===== src/common/t08_pkg.sv =====
// **********************************************************************
// t08 memory path shared definitions
// word and lane types, func3 codes, handler states, bus structs
// and the fixed address map of the subsystem
// **********************************************************************

package t08_pkg;

    // basic vectors
    typedef logic [31:0] word_t;    // data, address, instruction
    typedef logic [2:0]  func3_t;   // access size and sign
    typedef logic [3:0]  byte_en_t; // one bit per byte lane

    // func3 codes for loads and stores
    localparam func3_t F3_B  = 3'd0; // byte, signed on load
    localparam func3_t F3_H  = 3'd1; // half, signed on load
    localparam func3_t F3_W  = 3'd2; // full word
    localparam func3_t F3_BU = 3'd4; // byte, zero extended
    localparam func3_t F3_HU = 3'd5; // half, zero extended

    // address map
    localparam word_t I2C_ADDRESS = 32'd923923; // single peripheral word
    localparam word_t SRAM_LIMIT  = 32'd2048;   // ram lives below this

    // handler sequencer states
    typedef enum logic [1:0] {
        ST_FETCH,     // instruction fetch at counter
        ST_DATA_REQ,  // decide and issue the data access
        ST_DATA_WAIT  // data access in flight
    } handler_state_t;

    // request from handler towards a target, 70 bits
    typedef struct packed {
        word_t    addr;  // word address, bits 1:0 ignored
        word_t    wdata; // store data, low lanes used
        byte_en_t be;    // lane enables for writes
        logic     rd;    // one-cycle read strobe
        logic     wr;    // one-cycle write strobe
    } mem_req_t;

    // response from a target, 34 bits
    typedef struct packed {
        word_t rdata; // valid with done
        logic  busy;  // access in progress
        logic  done;  // one-cycle completion pulse
    } mem_rsp_t;

endpackage

===== src/t08_periph_reg.sv =====
// **********************************************************************
// t08 peripheral register
// one 32-bit word at the i2c address, answers after a slow delay
// **********************************************************************

`timescale 1ns/1ps

module t08_periph_reg #(
    parameter int PERIPH_WAIT = 5 // cycles from strobe to done, >= 1
) (
    input  logic              clk,
    input  logic              nrst,
    input  t08_pkg::mem_req_t req,
    output t08_pkg::mem_rsp_t rsp
);

    localparam int CNT_W = $clog2(PERIPH_WAIT + 1);

    t08_pkg::word_t   reg_q;  // the register itself
    logic [CNT_W-1:0] cnt_q;  // counts up from 1 after strobe
    logic             busy_q;
    logic             wr_q;
    logic             expire; // delay reached

    assign expire = busy_q && (cnt_q == CNT_W'(PERIPH_WAIT));

    always_ff @(posedge clk or negedge nrst) begin
        if (!nrst) begin
            cnt_q  <= '0;
            busy_q <= 1'b0;
            wr_q   <= 1'b0;
        end else if (req.rd || req.wr) begin
            cnt_q  <= CNT_W'(1);
            busy_q <= 1'b1;
            wr_q   <= req.wr;
        end else if (expire) begin
            busy_q <= 1'b0;
        end else if (busy_q) begin
            cnt_q <= cnt_q + 1'b1;
        end
    end

    // lane update once the delay has run out
    always_ff @(posedge clk or negedge nrst) begin
        if (!nrst) begin
            reg_q <= '0;
        end else if (expire && wr_q) begin
            for (int b = 0; b < 4; b++) begin
                if (req.be[b]) reg_q[8*b +: 8] <= req.wdata[8*b +: 8];
            end
        end
    end

    assign rsp.rdata = reg_q;
    assign rsp.busy  = busy_q;
    assign rsp.done  = expire;

endmodule


===== config.mk =====
export PLATFORM = sky130hd
export DESIGN_NAME = t08_periph_reg
export DESIGN_NICKNAME = d
export VERILOG_FILES = /design/src/common/t08_pkg.sv /design/src/t08_periph_reg.sv
export SDC_FILE = /design/constraint.sdc
export NUM_CORES = 1
export LEC_CHECK = 0
export BUFFER_PORTS_ARGS = -buffer_cell sky130_fd_sc_hd__buf_2
export CORE_MARGIN = 2
export CORE_UTILIZATION = 40
export CTS_CLUSTER_DIAMETER = 50
export DETAILED_ROUTE_END_ITERATION = 8
export PLACE_DENSITY = 0.76
export SKIP_CTS_REPAIR_TIMING = 1
export SYNTH_ARGS = -nofsm -noshare
export SYNTH_HDL_FRONTEND = slang
export SYNTH_SLANG_ARGS = --single-unit

===== constraint.sdc =====
create_clock -name clk -period 1.9 [get_ports clk]
set_input_delay 0.38 -clock clk [delete_from_list [all_inputs] [get_ports clk]]
set_output_delay 0.38 -clock clk [all_outputs]
set_load 0.02 [all_outputs]

==> metrics.cfg <==
[worst_setup_path]
rrSetupSlack_ns=0.15
rr_worst_depth=5
r2r_end=cnt_q[1]$_DFFE_PN0P_
cp-end-kind=output port
worstPathArrival_ns=1.40
r2r_start=cnt_q[0]$_DFFE_PN0P_
cp-start-kind=flop
crit_fanout=3
crit_type=flop to output port
critPathRequiredTime_ns=1.52

[grt]
grt_use_total=0.148
grt_overflow=0
grt_start_max_net_pins=38
antenna_found_initial=0
grt_pass1_vias=1061
grt_pass1_wl_um=4950

[cts]
clock_tree.buffer_depth=2
cts_tree=built
cts_buffers=5
h-tree-depth=2
clkSinkCount=37
clkLatencyLatePin_ns=0.27
clkTransAtPathRegs_ns=0.07
cts_root_buffer=clkbuf_8

[layout]
instances_no_fill=222
utilization=0.544
nNetsFinal=245
design_area_um2=2160
diodes=0
drive_gt1_frac=0.698
layout_common_cells=buf_2 (73), dfrtp_1 (37), mux2_4 (32)
area_growth_pct=32.2
final_common_cell=buf_2

[logic_synthesis]
ys_seq_area_frac=0.566
syn_inst=93
yosysUniqueCellTypes=19
ys_ff_latch=37
ys_warn_count=0
synthesis.nets=167
syn-cell-area_um2=1640
syn_area_per_cell_um2=17.6

[timing]
clock_skew_ns=0.00346
finalHoldViolCount=0
worst_pin_slew_ns=0.798
period_needed_ns=1.78
fin_crit_sh=0.939
finalSetupViolations=0
slew_violations=0
fmax_mhz=560
slew_headroom=0.468
rsz0062_at_grt=false

[power_and_ir_drop]
seq_power_share=0.426
finalPower_mw=2.47
peakVddDrop_v=0.000481
p_int_mw=1.75
power_frac_comb=0.301
clockPowerShare=0.273
p_switching_mw=0.721
power_leakage_nw=1.23
powerDensity_nw_per_um2=1140
p_sw_frac=0.291

[route]
dr.pass1.iters=2
num_vias=1031
wl_um=3350
antenna_left=0
drc=0
vias_per_cell=4.64
wire_per_inst_um=15.1
drtIter0Drc=31

[run]
drv_cap=0

[place]
place_area_um2=2040
place_inst=214
place_congestion=0.656
port_buffers=73
hpwl_um=2610

[floorplanning]
die_h_um=67.9
core_area_um2=3970
start_util=0.412
std_cell_rows=23
io_pins=106
die_w_um=67.9
die-area_um2=4620

[min_path]
hold_class=input port to asynchronous set/reset pin

[status]
status=finished, final reports clean

-- synthesized netlist by cell type --
cell        n  share of area
inv_1       2         0.0046
nor2_1      1         0.0023
nand2_8     4          0.049
nor3_1      1         0.0031
dfrtp_1    37           0.57
and3_2      1         0.0046
mux2_4     32           0.29
a21o_1      1         0.0046
mux2_2      1         0.0069
a21boi_0    1         0.0046
nand2_1     1         0.0023
xor2_1      1         0.0054
a21oi_1     1         0.0031
buf_4       2         0.0092
or3_1       2         0.0076
a2111oi_0   1         0.0054
and4_1      1         0.0054
ha_1        2          0.015
buf_6       1         0.0069
-- registers in the layout, summed over array words and instances (netlist names) --
signal	cells
wr_q	1
reg_q	32
busy_q	1
cnt_q	3
-- cell families after synthesis --
logic type | count (synthesis) | share of synthesized area
flip-flops | 37 | 0.566
multiplexers | 33 | 0.301
XOR/XNOR | 1 | 0.00536
adder cells (fa/ha/maj) | 2 | 0.0153
AND/OR/NAND/NOR | 11 | 0.0742
AO/OA/AOI/OAI | 4 | 0.0176
buffers and inverters | 5 | 0.0207
-- power by group through the flow --
stage                     Sequential (mW)  Combinational (mW)  Clock (mW)
after detailed placement             1.07               0.750           0
after CTS                            1.05               0.756       0.701
final                                1.05               0.745       0.676
after floorplan                      1.27               0.265           0
after global routing                 1.07               0.793       0.735
after global placement               1.05               0.729           0
-- metrics by stage --
stage | TNS [ns] | hold WS (ns) | setup WS (ns)
after floorplan | 0 | 0.0844 | 0.407
after global placement | 0 | 0.465 | 0.000904
after detailed placement | -2.11 | 0.466 | -0.0758
after CTS | -2.36 | 0.203 | -0.0931
after global routing | 0 | 0.252 | 0.00133
final | 0 | 0.190 | 0.115
-- worst max path at each step --
stage	startpoint	end	slack [ns]	cells past startpoint
after floorplan	cnt_q[0]$_DFFE_PN0P_	reg_q[0]$_DFFE_PN0P_	0.41	5
after global placement	cnt_q[1]$_DFFE_PN0P_	reg_q[7]$_DFFE_PN0P_	0.0009	5
after detailed placement	cnt_q[1]$_DFFE_PN0P_	reg_q[2]$_DFFE_PN0P_	-0.08	5
after CTS	cnt_q[1]$_DFFE_PN0P_	reg_q[7]$_DFFE_PN0P_	-0.09	5
after global routing	cnt_q[0]$_DFFE_PN0P_	cnt_q[1]$_DFFE_PN0P_	0.001	5
final	cnt_q[0]$_DFFE_PN0P_	rsp[0]	0.12	4
-- final cells by class --
class | count | area, µm²
sequential | 37 | 926
inverter | 2 | 7.51
timing repair buffer | 74 | 373
tap | 50 | 62.6
multi-input combinational | 51 | 677
clock inverter | 1 | 30.0
clock buffer | 7 | 86.3
fill | 338 | 1810
-- routing by layer --
metal  global-route usage  routed length [µm]
met1                0.166                1250
met2                0.263                1830
met3               0.0444                 246
met4               0.0525                  27
met5                    0                   0
-- worst max-delay path, stage by stage, from the launching register on --
cell	delay, ns
dfrtp_1	0.41
ha_1	0.22
buf_4	0.14
and3_2	0.20
buf_2	0.15
(Power assumes the default switching activity.)
