[config.mk]
export PLATFORM = sky130hd
export DESIGN_NAME = t08_mem_decode
export DESIGN_NICKNAME = d
export VERILOG_FILES = /design/src/common/t08_pkg.sv /design/src/t08_mem_decode.sv
export SDC_FILE = /design/constraint.sdc
export NUM_CORES = 1
export LEC_CHECK = 0
export ABC_AREA = 1
export BUFFER_PORTS_ARGS = -buffer_cell sky130_fd_sc_hd__buf_2
export CAP_MARGIN = 5
export CORE_AREA = 2 2 121 123
export DETAILED_ROUTE_END_ITERATION = 8
export DIE_AREA = 0 0 123 125
export GPL_ROUTABILITY_DRIVEN = 0
export PLACE_DENSITY = 0.59
export SKIP_LAST_GASP = 1
export SYNTH_ARGS = -nofsm -noshare
export SYNTH_HDL_FRONTEND = slang
export SYNTH_SLANG_ARGS = --single-unit
[constraint.sdc]
create_clock -name clk -period 1.2 [get_ports clk]
set_input_delay 0.18 -clock clk [delete_from_list [all_inputs] [get_ports clk]]
set_output_delay 0.18 -clock clk [all_outputs]
set_load 0.005 [all_outputs]
[src/common/t08_pkg.sv]
// **********************************************************************
// t08 memory path shared definitions
// word and lane types, func3 codes, handler states, bus structs
// and the fixed address map of the subsystem
// **********************************************************************

package t08_pkg;

    // basic vectors
    typedef logic [31:0] word_t;    // data, address, instruction
    typedef logic [2:0]  func3_t;   // access size and sign
    typedef logic [3:0]  byte_en_t; // one bit per byte lane

    // func3 codes for loads and stores
    localparam func3_t F3_B  = 3'd0; // byte, signed on load
    localparam func3_t F3_H  = 3'd1; // half, signed on load
    localparam func3_t F3_W  = 3'd2; // full word
    localparam func3_t F3_BU = 3'd4; // byte, zero extended
    localparam func3_t F3_HU = 3'd5; // half, zero extended

    // address map
    localparam word_t I2C_ADDRESS = 32'd923923; // single peripheral word
    localparam word_t SRAM_LIMIT  = 32'd2048;   // ram lives below this

    // handler sequencer states
    typedef enum logic [1:0] {
        ST_FETCH,     // instruction fetch at counter
        ST_DATA_REQ,  // decide and issue the data access
        ST_DATA_WAIT  // data access in flight
    } handler_state_t;

    // request from handler towards a target, 70 bits
    typedef struct packed {
        word_t    addr;  // word address, bits 1:0 ignored
        word_t    wdata; // store data, low lanes used
        byte_en_t be;    // lane enables for writes
        logic     rd;    // one-cycle read strobe
        logic     wr;    // one-cycle write strobe
    } mem_req_t;

    // response from a target, 34 bits
    typedef struct packed {
        word_t rdata; // valid with done
        logic  busy;  // access in progress
        logic  done;  // one-cycle completion pulse
    } mem_rsp_t;

endpackage
[src/t08_mem_decode.sv]
// **********************************************************************
// t08 address decoder
// steers each access to ram, peripheral or a one-cycle default
// responder and returns the selected response
// **********************************************************************

`timescale 1ns/1ps

module t08_mem_decode (
    input  logic              clk,
    input  logic              nrst,
    input  t08_pkg::mem_req_t cpu_req,
    output t08_pkg::mem_rsp_t cpu_rsp,
    output t08_pkg::mem_req_t sram_req,
    input  t08_pkg::mem_rsp_t sram_rsp,
    output t08_pkg::mem_req_t periph_req,
    input  t08_pkg::mem_rsp_t periph_rsp
);

    localparam logic [1:0] SEL_NONE   = 2'd0;
    localparam logic [1:0] SEL_SRAM   = 2'd1;
    localparam logic [1:0] SEL_PERIPH = 2'd2;
    localparam logic [1:0] SEL_DFLT   = 2'd3; // unmapped

    logic              strobe;
    logic              hit_sram;
    logic              hit_periph;
    logic [1:0]        sel_q;  // target of the access in flight
    logic              dflt_q; // default responder done
    t08_pkg::mem_rsp_t dflt_rsp;

    assign strobe     = cpu_req.rd || cpu_req.wr;
    assign hit_sram   = cpu_req.addr < t08_pkg::SRAM_LIMIT;
    assign hit_periph = cpu_req.addr == t08_pkg::I2C_ADDRESS;

    // pass payload through, gate strobes per target
    always_comb begin
        sram_req      = cpu_req;
        sram_req.rd   = cpu_req.rd && hit_sram;
        sram_req.wr   = cpu_req.wr && hit_sram;
        periph_req    = cpu_req;
        periph_req.rd = cpu_req.rd && hit_periph;
        periph_req.wr = cpu_req.wr && hit_periph;
    end

    always_ff @(posedge clk or negedge nrst) begin
        if (!nrst) begin
            sel_q  <= SEL_NONE;
            dflt_q <= 1'b0;
        end else begin
            dflt_q <= strobe && !hit_sram && !hit_periph; // answer next cycle
            if (strobe) begin
                if (hit_sram)        sel_q <= SEL_SRAM;
                else if (hit_periph) sel_q <= SEL_PERIPH;
                else                 sel_q <= SEL_DFLT;
            end else if (cpu_rsp.done) begin
                sel_q <= SEL_NONE;
            end
        end
    end

    // unmapped reads give zero, writes vanish
    always_comb begin
        dflt_rsp.rdata = '0;
        dflt_rsp.busy  = dflt_q;
        dflt_rsp.done  = dflt_q;
    end

    always_comb begin
        case (sel_q)
            SEL_SRAM:   cpu_rsp = sram_rsp;
            SEL_PERIPH: cpu_rsp = periph_rsp;
            SEL_DFLT:   cpu_rsp = dflt_rsp;
            default:    cpu_rsp = '0; // idle
        endcase
    end

    // a target only completes the access it was given
    a_done_from_sel: assert property (@(posedge clk) disable iff (!nrst)
        !(sram_rsp.done && sel_q != SEL_SRAM) &&
        !(periph_rsp.done && sel_q != SEL_PERIPH));

endmodule

==> qor_table.md <==
| Result | Value | Unit |
|---|---|---|
| Status | finished with violations | - |
| Violations in the final reports | negative setup slack | - |
| Yosys warnings | 0 | - |
| Max Clock Freq | 662 | MHz |
| Setup TNS | -9620 | ps |
| Post-synth cell types | 14 | - |
| Register bit total from synthesis | 3 | - |
| Power Dens Cells | 505 | mW/mm^2 |
| Via density | 3.59 | - |
| List of most frequent post-synthesis cells | buf_4, inv_1, nand3_1 | - |
| Post-Synthesis Mean Instance Area | 6.10 | sq um |
| Met3 Resource Use GR | 3.88 | % |
| Area taken by multi-input logic gates | 905 | sq um |
| Number of flops mapped to enable cells by yosys | 0 | - |
| DP Wirelength | 6.18 | mm |
| Ys async rst share | 100 | % |
| Filler instances | 1651 | - |
| Max clock buf depth | 2 | - |
| Number of buffers created by CTS | 3 | - |
| Primary flip-flop cell chosen by synthesis mapping | dfrtp_1 | - |
| Final hold vios | 0 | - |
| Kind of end point of the critical path | output port | - |
| Drt first-iter violations | 52 | - |
| Max-cap viol count | 0 | - |
| CTS sink cnt | 3 | - |
| Post-route DRC violation count | 0 | - |
| Netlist area before placement | 0.00215 | sq mm |
| # IOs | 314 | - |
| Tot Pwr | 1.56 | mW |
| Remaining antenna violation count | 0 | - |
| Cell leakage power | 1.79 | nW |
| Die area | 0.0154 | sq mm |
| Area leader, netlist | buf_4 | - |
| Endpoint required time on the critical path | 1020 | ps |
| Largest vdd supply drop | 0.000353 | V |
| Drt wl/cell | 11.3 | microns |
| RSZ-0062 raised after global routing | true | - |
| Share of post-route cells with drive strength above 1 | 71.7 | % |
| Clock transition at the register clock pins on the worst setup and hold paths after CTS | 30 | ps |
| Post-route fraction of the period consumed by the critical path | 126 | % |
| Layout-stage area growth over the synthesis result | 43.4 | % |
| Via Count | 2324 | - |
| Global Route Usage Sum | 8.29 | % |
| Most instantiated library cell after synthesis | buf_4 | - |
| Proportion of synthesized chip area in sequential cells | 3.49 | % |
| Final count of pins violating max slew | 0 | - |
| Largest net degree at the start of global routing | 35 | - |
| Total number of H-tree levels | 1 | - |
| Min cycle time layout | 1510 | ps |
| Max_slew headroom | 85.2 | % |
| Flip-flop and latch area | 75.1 | sq um |
| Kind of launch point of the worst setup path | register | - |
| Die outline width | 123 | microns |
| WL final | 7.34 | mm |
| Final Net Count | 604 | - |
| Synth area leaders | buf_4, o21ai_2, nand3_1, inv_1, nor2_1 | - |
| CTS tree | done | - |
| Share of the synthesized area in the top cell type | 47.4 | % |
| Top Usage Layer GRT | met2 | - |
| Arrival time of the worst setup path | 1330 | ps |
| Tightest Pin Transition | 222 | ps |
| Core Area | 0.0142 | sq mm |
| Number of antenna violations at the first check in global routing | 1 | - |
| Count of input and output buffers | 205 | - |
| Critical Path Fanout Max | 19 | - |
| Remaining global-route overflow | 0 | - |
| Final Hold Slack | 302 | ps |
| Number of global-route vias before repair | 2078 | - |
| Met1 usage in global routing | 8.47 | % |
| Total nets after synthesis | 493 | - |
| Final worst-path setup slack | -310 | ps |
| CTS Root Cell | clkbuf_16 | - |
| Latest clock arrival within the worst-skew pair | 220 | ps |
| Clock skew | 1.65 | ps |
| Number of rows in the core area | 44 | - |
| Kind of critical path | register to output port | - |
| Worst min-delay path class | input pin to async pin | - |
| Initial DRT Pass Iterations | 4 | - |
| First-pass GRT wire length | 9.96 | mm |
| Number of endpoints failing setup at the final stage | 37 | - |
| GRT met2 Usage | 14.1 | % |
| Number of instances in the synthesized netlist | 353 | - |
| Overall die height | 125 | microns |
| Initial Util | 15.2 | % |
==> power breakdown <==
part | internal, mW | switching [mW]
registers | 0.108 | 0.00392
logic | 0.499 | 0.423
clock network | 0.438 | 0.0866
total | 1.04 | 0.514
==> through the flow <==
step | setup slack (ps) | utilization, % | area [sq um] | instances
detailed placement | -194 | 18.7 | 2650 | 637
global placement | -183 | 18.7 | 2650 | 637
CTS | -332 | 20.5 | 2920 | 647
finish | -310 | 21.7 | 3090 | 648
floorplan | -93.6 | - | 2160 | 353
global route | -368 | 21.7 | 3090 | 647
==> area by class of cell <==
| class | count | area share (%) |
|---|---|---|
| repair buffers | 253 | 50.6 |
| well taps | 184 | 7.46 |
| multi-input cells | 143 | 29.3 |
| clock buffers | 4 | 2.55 |
| flip-flops and latches | 3 | 2.43 |
| diodes | 1 | 0.0810 |
| inverters | 60 | 7.54 |
==> per-layer routing <==
| layer | vias up | part of all wire, % |
|---|---|---|
| met5 | - | 1.2 |
| met4 | 4 | 1.2 |
| met3 | 10 | 16 |
| met2 | 208 | 47 |
| met1 | 945 | 35 |
| li1 | 1157 | - |
==> cell usage in the layout (no fill, tap or decap), types with 11 or more instances in the layout <==
cell	Yosys	final
buf_2	0	184
inv_1	57	48
buf_4	136	46
nand3_1	43	39
o21ai_2	29	30
nand2_1	30	21
nor2_1	35	15
buf_6	5	14
nor2_2	0	11
==> final timing paths <==
check | slack [ps] | to | from | cells after the start
min | 300 | sel_q[0] | nrst | 2
max | -310 | cpu_rsp[20] | sel_q[0] | 5
min reg2reg | 640 | sel_q[0] | sel_q[0] | 3
max reg2reg | -50 | sel_q[1] | sel_q[0] | 8
max in group asynchronous | 790 | sel_q[1] | nrst | 2
min in group clk | 330 | sel_q[0] | cpu_req[1] | 5
==> timing repair <==
action,in CTS,in global routing
endpoints found under the hold margin,3,0
hold buffers,1,0
setup endpoints to repair,40,40
pin swaps,15,23
resized for setup,38,55
setup buffers,5,0
==> worst max-delay path, cell delays in order (launching register included) <==
cell and delay [ps]:
dfrtp_1 340, inv_2 50, or2_4 290, buf_12 170, o21ai_2 110, buf_2 120
==> cell families (layout without fill, tap and decap cells) <==
kind of cell    Yosys count  count (layout)  share of synthesized area (%)
flops                     3               3                           3.49
other cells               0               1                              0
simple gates            110             110                           21.9
compound gates           33              33                           13.1
buf+inv                 207             317                           61.5
==> state kept, by name, summed over array words and instances (netlist names) <==
signal and cells:
dflt_q 1, sel_q 2
Power figures use the tool's default switching activity.
