[config.mk]
export PLATFORM = sky130hd
export DESIGN_NAME = t08_handler
export DESIGN_NICKNAME = d
export VERILOG_FILES = /design/src/common/t08_pkg.sv /design/src/handler/t08_handler.sv
export SDC_FILE = /design/constraint.sdc
export NUM_CORES = 1
export LEC_CHECK = 0
export ABC_AREA = 1
export ABC_CLOCK_PERIOD_IN_PS = 1400
export BUFFER_PORTS_ARGS = -buffer_cell sky130_fd_sc_hd__buf_2
export CAP_MARGIN = 30
export CORE_MARGIN = 3
export CORE_UTILIZATION = 25
export DETAILED_ROUTE_END_ITERATION = 10
export HOLD_SLACK_MARGIN = 0.06
export PLACE_DENSITY = 0.47
export SYNTH_ARGS = -nofsm -noshare
export SYNTH_HDL_FRONTEND = slang
export SYNTH_SLANG_ARGS = --single-unit
[constraint.sdc]
create_clock -name clk -period 1.4 [get_ports clk]
set_input_delay 0.07 -clock clk [delete_from_list [all_inputs] [get_ports clk]]
set_output_delay 0.07 -clock clk [all_outputs]
set_load 0.01 [all_outputs]
[src/common/t08_pkg.sv]
// **********************************************************************
// t08 memory path shared definitions
// word and lane types, func3 codes, handler states, bus structs
// and the fixed address map of the subsystem
// **********************************************************************

package t08_pkg;

    // basic vectors
    typedef logic [31:0] word_t;    // data, address, instruction
    typedef logic [2:0]  func3_t;   // access size and sign
    typedef logic [3:0]  byte_en_t; // one bit per byte lane

    // func3 codes for loads and stores
    localparam func3_t F3_B  = 3'd0; // byte, signed on load
    localparam func3_t F3_H  = 3'd1; // half, signed on load
    localparam func3_t F3_W  = 3'd2; // full word
    localparam func3_t F3_BU = 3'd4; // byte, zero extended
    localparam func3_t F3_HU = 3'd5; // half, zero extended

    // address map
    localparam word_t I2C_ADDRESS = 32'd923923; // single peripheral word
    localparam word_t SRAM_LIMIT  = 32'd2048;   // ram lives below this

    // handler sequencer states
    typedef enum logic [1:0] {
        ST_FETCH,     // instruction fetch at counter
        ST_DATA_REQ,  // decide and issue the data access
        ST_DATA_WAIT  // data access in flight
    } handler_state_t;

    // request from handler towards a target, 70 bits
    typedef struct packed {
        word_t    addr;  // word address, bits 1:0 ignored
        word_t    wdata; // store data, low lanes used
        byte_en_t be;    // lane enables for writes
        logic     rd;    // one-cycle read strobe
        logic     wr;    // one-cycle write strobe
    } mem_req_t;

    // response from a target, 34 bits
    typedef struct packed {
        word_t rdata; // valid with done
        logic  busy;  // access in progress
        logic  done;  // one-cycle completion pulse
    } mem_rsp_t;

endpackage
[src/handler/t08_handler.sv]
// **********************************************************************
// t08 memory handler
// per processor step: instruction fetch at counter, then at most one
// load or store, with store lane formatting and load extension
// **********************************************************************

`timescale 1ns/1ps

module t08_handler (
    input  logic              clk,
    input  logic              nrst,
    input  logic              write,        // store this step
    input  logic              read,         // load this step
    input  t08_pkg::func3_t   func3,
    input  t08_pkg::word_t    fromregister, // store source
    input  t08_pkg::word_t    mem_address,  // data address
    input  t08_pkg::word_t    counter,      // program counter
    input  t08_pkg::mem_rsp_t bus_rsp,
    output t08_pkg::mem_req_t bus_req,
    output t08_pkg::word_t    toreg,        // load result
    output t08_pkg::word_t    instruction,
    output logic              inst_valid,
    output logic              step_done,
    output logic              freeze
);

    t08_pkg::handler_state_t state;
    t08_pkg::mem_req_t       req_q;      // registered bus request
    logic                    fetch_sent; // fetch strobe already issued
    t08_pkg::byte_en_t       store_be;
    t08_pkg::word_t          load_val;
    logic                    is_store;
    logic                    is_load;

    // write wins if both are set
    assign is_store = write;
    assign is_load  = read && !write;

    // store data always sits in the low lanes
    always_comb begin
        case (func3)
            t08_pkg::F3_B: store_be = 4'b0001; // SB
            t08_pkg::F3_H: store_be = 4'b0011; // SH
            default:       store_be = 4'b1111; // SW and anything else
        endcase
    end

    // load extension from the low byte or half of the returned word
    always_comb begin
        case (func3)
            t08_pkg::F3_B: begin
                load_val = {{24{bus_rsp.rdata[7]}}, bus_rsp.rdata[7:0]};   // LB
            end
            t08_pkg::F3_H: begin
                load_val = {{16{bus_rsp.rdata[15]}}, bus_rsp.rdata[15:0]}; // LH
            end
            t08_pkg::F3_BU: load_val = {24'b0, bus_rsp.rdata[7:0]};  // LBU
            t08_pkg::F3_HU: load_val = {16'b0, bus_rsp.rdata[15:0]}; // LHU
            default:        load_val = bus_rsp.rdata;               // LW and the rest
        endcase
    end

    always_ff @(posedge clk or negedge nrst) begin
        if (!nrst) begin
            state       <= t08_pkg::ST_FETCH;
            fetch_sent  <= 1'b0;
            req_q       <= '0;
            toreg       <= '0;
            instruction <= '0;
            inst_valid  <= 1'b0;
            step_done   <= 1'b0;
        end else begin
            // strobes and pulses last one cycle
            req_q.rd   <= 1'b0;
            req_q.wr   <= 1'b0;
            inst_valid <= 1'b0;
            step_done  <= 1'b0;

            case (state)
                t08_pkg::ST_FETCH: begin
                    if (!fetch_sent && !bus_rsp.busy) begin
                        req_q.addr <= counter; // fetch at pc
                        req_q.be   <= 4'b1111;
                        req_q.rd   <= 1'b1;
                        fetch_sent <= 1'b1;
                    end else if (fetch_sent && bus_rsp.done) begin
                        instruction <= bus_rsp.rdata;
                        inst_valid  <= 1'b1;
                        fetch_sent  <= 1'b0;
                        state       <= t08_pkg::ST_DATA_REQ;
                    end
                end

                t08_pkg::ST_DATA_REQ: begin
                    if (!is_store && !is_load) begin
                        // no data access so the step ends here
                        step_done <= 1'b1;
                        state     <= t08_pkg::ST_FETCH;
                    end else begin
                        req_q.addr  <= mem_address;
                        req_q.wdata <= fromregister;          // lanes pick the bytes
                        req_q.be    <= is_store ? store_be : 4'b1111;
                        req_q.wr    <= is_store;
                        req_q.rd    <= is_load;
                        state       <= t08_pkg::ST_DATA_WAIT;
                    end
                end

                t08_pkg::ST_DATA_WAIT: begin
                    if (bus_rsp.done) begin
                        if (is_load) begin
                            toreg <= load_val; // only loads touch toreg
                        end
                        step_done <= 1'b1;
                        state     <= t08_pkg::ST_FETCH;
                    end
                end

                default: state <= t08_pkg::ST_FETCH;
            endcase
        end
    end

    assign bus_req = req_q;
    assign freeze  = ~step_done; // core runs only in the step_done cycle

    // the bus never sees a new strobe while a target is busy
    a_no_strobe_busy: assert property (@(posedge clk) disable iff (!nrst)
        (bus_req.rd || bus_req.wr) |-> !bus_rsp.busy);

    // read and write strobes are exclusive
    a_rd_wr_excl: assert property (@(posedge clk) disable iff (!nrst)
        !(bus_req.rd && bus_req.wr));

endmodule

==> impl_metrics.toml <==
[placement]
portBuffers = 273
post-place-ws_ns = -0.149
place_hpwl_um = 13800
gp_congestion = 0.726
dpl_cell_area_sq_um = 8020

[setup_path]
cp.required_ns = 1.70
arrival_ns = 1.83
worstSetupPathType = "reg2reg"
reg2reg_slack_ns = -0.13
critPathCaptureType = "flop"
start_kind = "flop"
crit-reg2reg-launch = "state[0]$_DFFE_PN0P_"
crit_fanout = 11
timing.rr.end = "instruction[4]$_DFFE_PN0P_"
rr_worst_depth = 10

[cts]
cts_root_buffer = "clkbuf_16"
clk_pin_slew_ns = 0.06
cts.sinks = 138
clk_latency_ns = 0.42
htree_levels = 4
cts.path.max_buffers = 2
cts-buffers-inserted = 17
cts_tree = "yes"

[min_path]
hold_depth = 5
holdCritStartpoint = "bus_rsp[1]"
hp-class = "in2reg"
holdPathEnd = "fetch_sent$_DFFE_PN0P_"

[sta]
finalCritPeriodShare_pct = 110
rsz0062_at_grt = "true"
setup_tns_ns = -8.00
hold_viol_final = 0
clock.fmax_ghz = 0.652
setup_viol = 119
whs_ns = 0.0826
finalWorstSetupSlack_ns = -0.133
report.final.slew_viol_count = 0
worst_pin_slew_ns = 0.440
finalClockSkew_ns = 0.0124
relSlewSlack_pct = 70.6
post-route-min-period_ns = 1.53

[finish]
nNetsFinal = 1328
layout-drive-gt1-share_pct = 39.1
fill_cells = 2332
syn_to_final_growth_pct = 80.2
fin_area_sq_um = 11000
final_util_pct = 46.3

[pwr]
vdd_drop_max_uv = 701
powerDensity_nw_per_um2 = 2010
static-leakage-power_nw = 5.83

[synth]
avgSynthCellArea_sq_um = 8.12
syn_inst = 751
ys_ff_latch = 138
ys.flop_type = "dfrtp_1"
syn_area_sq_um = 6100
ys_top_cells_by_count = "310 x nand2_1, 138 x dfrtp_1, 67 x nand3_1, 56 x o21ai_0, 55 x nor2_1"
yosys.area.top_type_share_pct = 56.6
synth.largest_area_cell = "dfrtp_1"
synth.distinct_cells = 23
synth.area.top_cells = "dfrtp_1 57%, nand2_1 19%, nand3_1 5.5%"
ys_seq_area_share_pct = 56.6
syn-num-nets = 891
async_flop_share_pct = 100
yosysWarningCount = 0
synth_most_common_cell = "nand2_1"
synth_edf_count = 0

[grt]
grt_antenna_before_repair = 1
grt.overflow.total = 0
grt_max_degree = 66
grt_pass1_vias = 6531
grt.total_usage_pct = 16.1
grt_pass1_wl_um = 34000

[route]
drtIter0Drc = 252
first_pass_iters = 4
drcViolationCount = 0
routed_wl_um = 22400
via_count = 6465
routedWlPerCell_um = 14.7
drt-vias-per-instance = 4.25
ant_nets = 0

[floorplanning]
rows = 56
die_h_um = 162
die_x_um = 162
io_pins = 274
dieArea_sq_um = 26300
start_util_pct = 25.7
core_area_sq_um = 23800

[run_status]
violations = "negative setup slack"
status = "complete, but fails checks"

[job]
max_cap_violations = 0
-- power breakdown --
group	internal (mW)	switching, mW
clock network	2.67	1.88
logic	4.95	5.59
registers	5.87	1.10
total	13.5	8.57
-- area by class of cell --
class	instances	area, sq um	share of cell area, %
repair buffers	460	3670	33.4
flip-flops and latches	138	3450	31.4
multi-input cells	511	2620	23.8
clock buffers	18	429	3.90
well taps	319	399	3.63
inverters	59	254	2.31
clock inverters	14	160	1.46
repair inverters	1	8.76	0.0797
diodes	1	2.50	0.0228
-- registers in the layout, summed over array words and instances, names as in the netlist --
signal	count
step_done	1
fetch_sent	1
toreg	32
state	2
instruction	32
inst_valid	1
bus_req	69
-- cell usage in the layout, fill, tap and decap left out, types with 2 or more instances in the layout --
cell           Yosys  routed
buf_2             20     271
nand2_1          310     253
dfrtp_1          138     137
dlygate4sd3_1      0     131
nand3_1           67      55
inv_1             54      52
nor2_1            55      41
nand2_2            3      40
o21ai_0           56      37
clkbuf_16          0      24
o21ai_1            9      23
buf_12             0      19
nand2_4            0      18
nand3_2            1      12
buf_4              5      12
nor2_2             0      11
buf_6              5      10
buf_16             0       8
o21ai_2            0       5
inv_6              0       5
nor2_4             1       4
inv_4              1       3
ha_4               0       3
inv_2              4       2
nand2_8            0       2
clkinv_2           0       2
inv_8              0       2
clkinv_4           0       2
clkinvlp_4         0       2
bufinv_16          0       2
-- per-layer routing --
layer / vias to the layer above / global-route usage, % / wire length (um)
li1: 3208 / - / -
met1: 3032 / 20.6 / 9830
met2: 188 / 26.7 / 10900
met3: 37 / 3.65 / 977
met4: 0 / 6.36 / 703
met5: - / 0 / 0
-- metrics by stage --
stage	total power [mW]	cells
after global routing	23.7	1521
final	22.1	1521
after CTS	20.9	1505
after global placement	14.9	1327
after detailed placement	15.0	1327
after floorplan	11.2	751
-- worst max-delay path by stage --
stage                               startpoint                         end  slack (ns)  cells past startpoint
final                     state[0]$_DFFE_PN0P_  instruction[4]$_DFFE_PN0P_       -0.13                     10
after global routing      state[0]$_DFFE_PN0P_  instruction[4]$_DFFE_PN0P_       -0.20                     10
after CTS                 state[1]$_DFFE_PN0P_       toreg[15]$_DFFE_PN0P_       -0.12                      9
after detailed placement  state[0]$_DFFE_PN0P_       toreg[15]$_DFFE_PN0P_       -0.15                      8
after global placement    state[0]$_DFFE_PN0P_       toreg[15]$_DFFE_PN0P_       -0.09                      8
after floorplan           state[1]$_DFFE_PN0P_      bus_req[2]$_DFFE_PN0P_       0.002                      7
-- critical path, cell delays in order (launching register included) --
cell	delay, ns
dfrtp_1	0.39
inv_2	0.10
buf_6	0.10
ha_4	0.14
inv_4	0.04
buf_4	0.13
nor2_4	0.12
inv_4	0.09
buf_12	0.15
nand2_1	0.05
o21ai_0	0.08
-- kinds of logic (layout without fill, tap and decap cells) --
group                    Yosys count  after routing  share of synthesized area (%)
AO/OA/AOI/OAI                     68             68                           5.82
adder cells (fa/ha/maj)            3              3                          0.615
buffers and inverters            102            552                           7.65
flip-flops                       138            138                           56.6
other                              0              1                              0
AND/OR/NAND/NOR                  440            440                           29.3
-- timing repair --
| item | 4_1_cts | 5_1_grt |
|---|---|---|
| gates resized for setup | 52 | 122 |
| endpoints found under the hold margin | 269 | 1 |
| hold buffers | 130 | 1 |
| setup buffers | 8 | 5 |
| gates cloned | 8 | 11 |
| pin swaps | 26 | 31 |
| endpoints found under the setup margin | 75 | 135 |
Power figures use the tool's default switching activity.
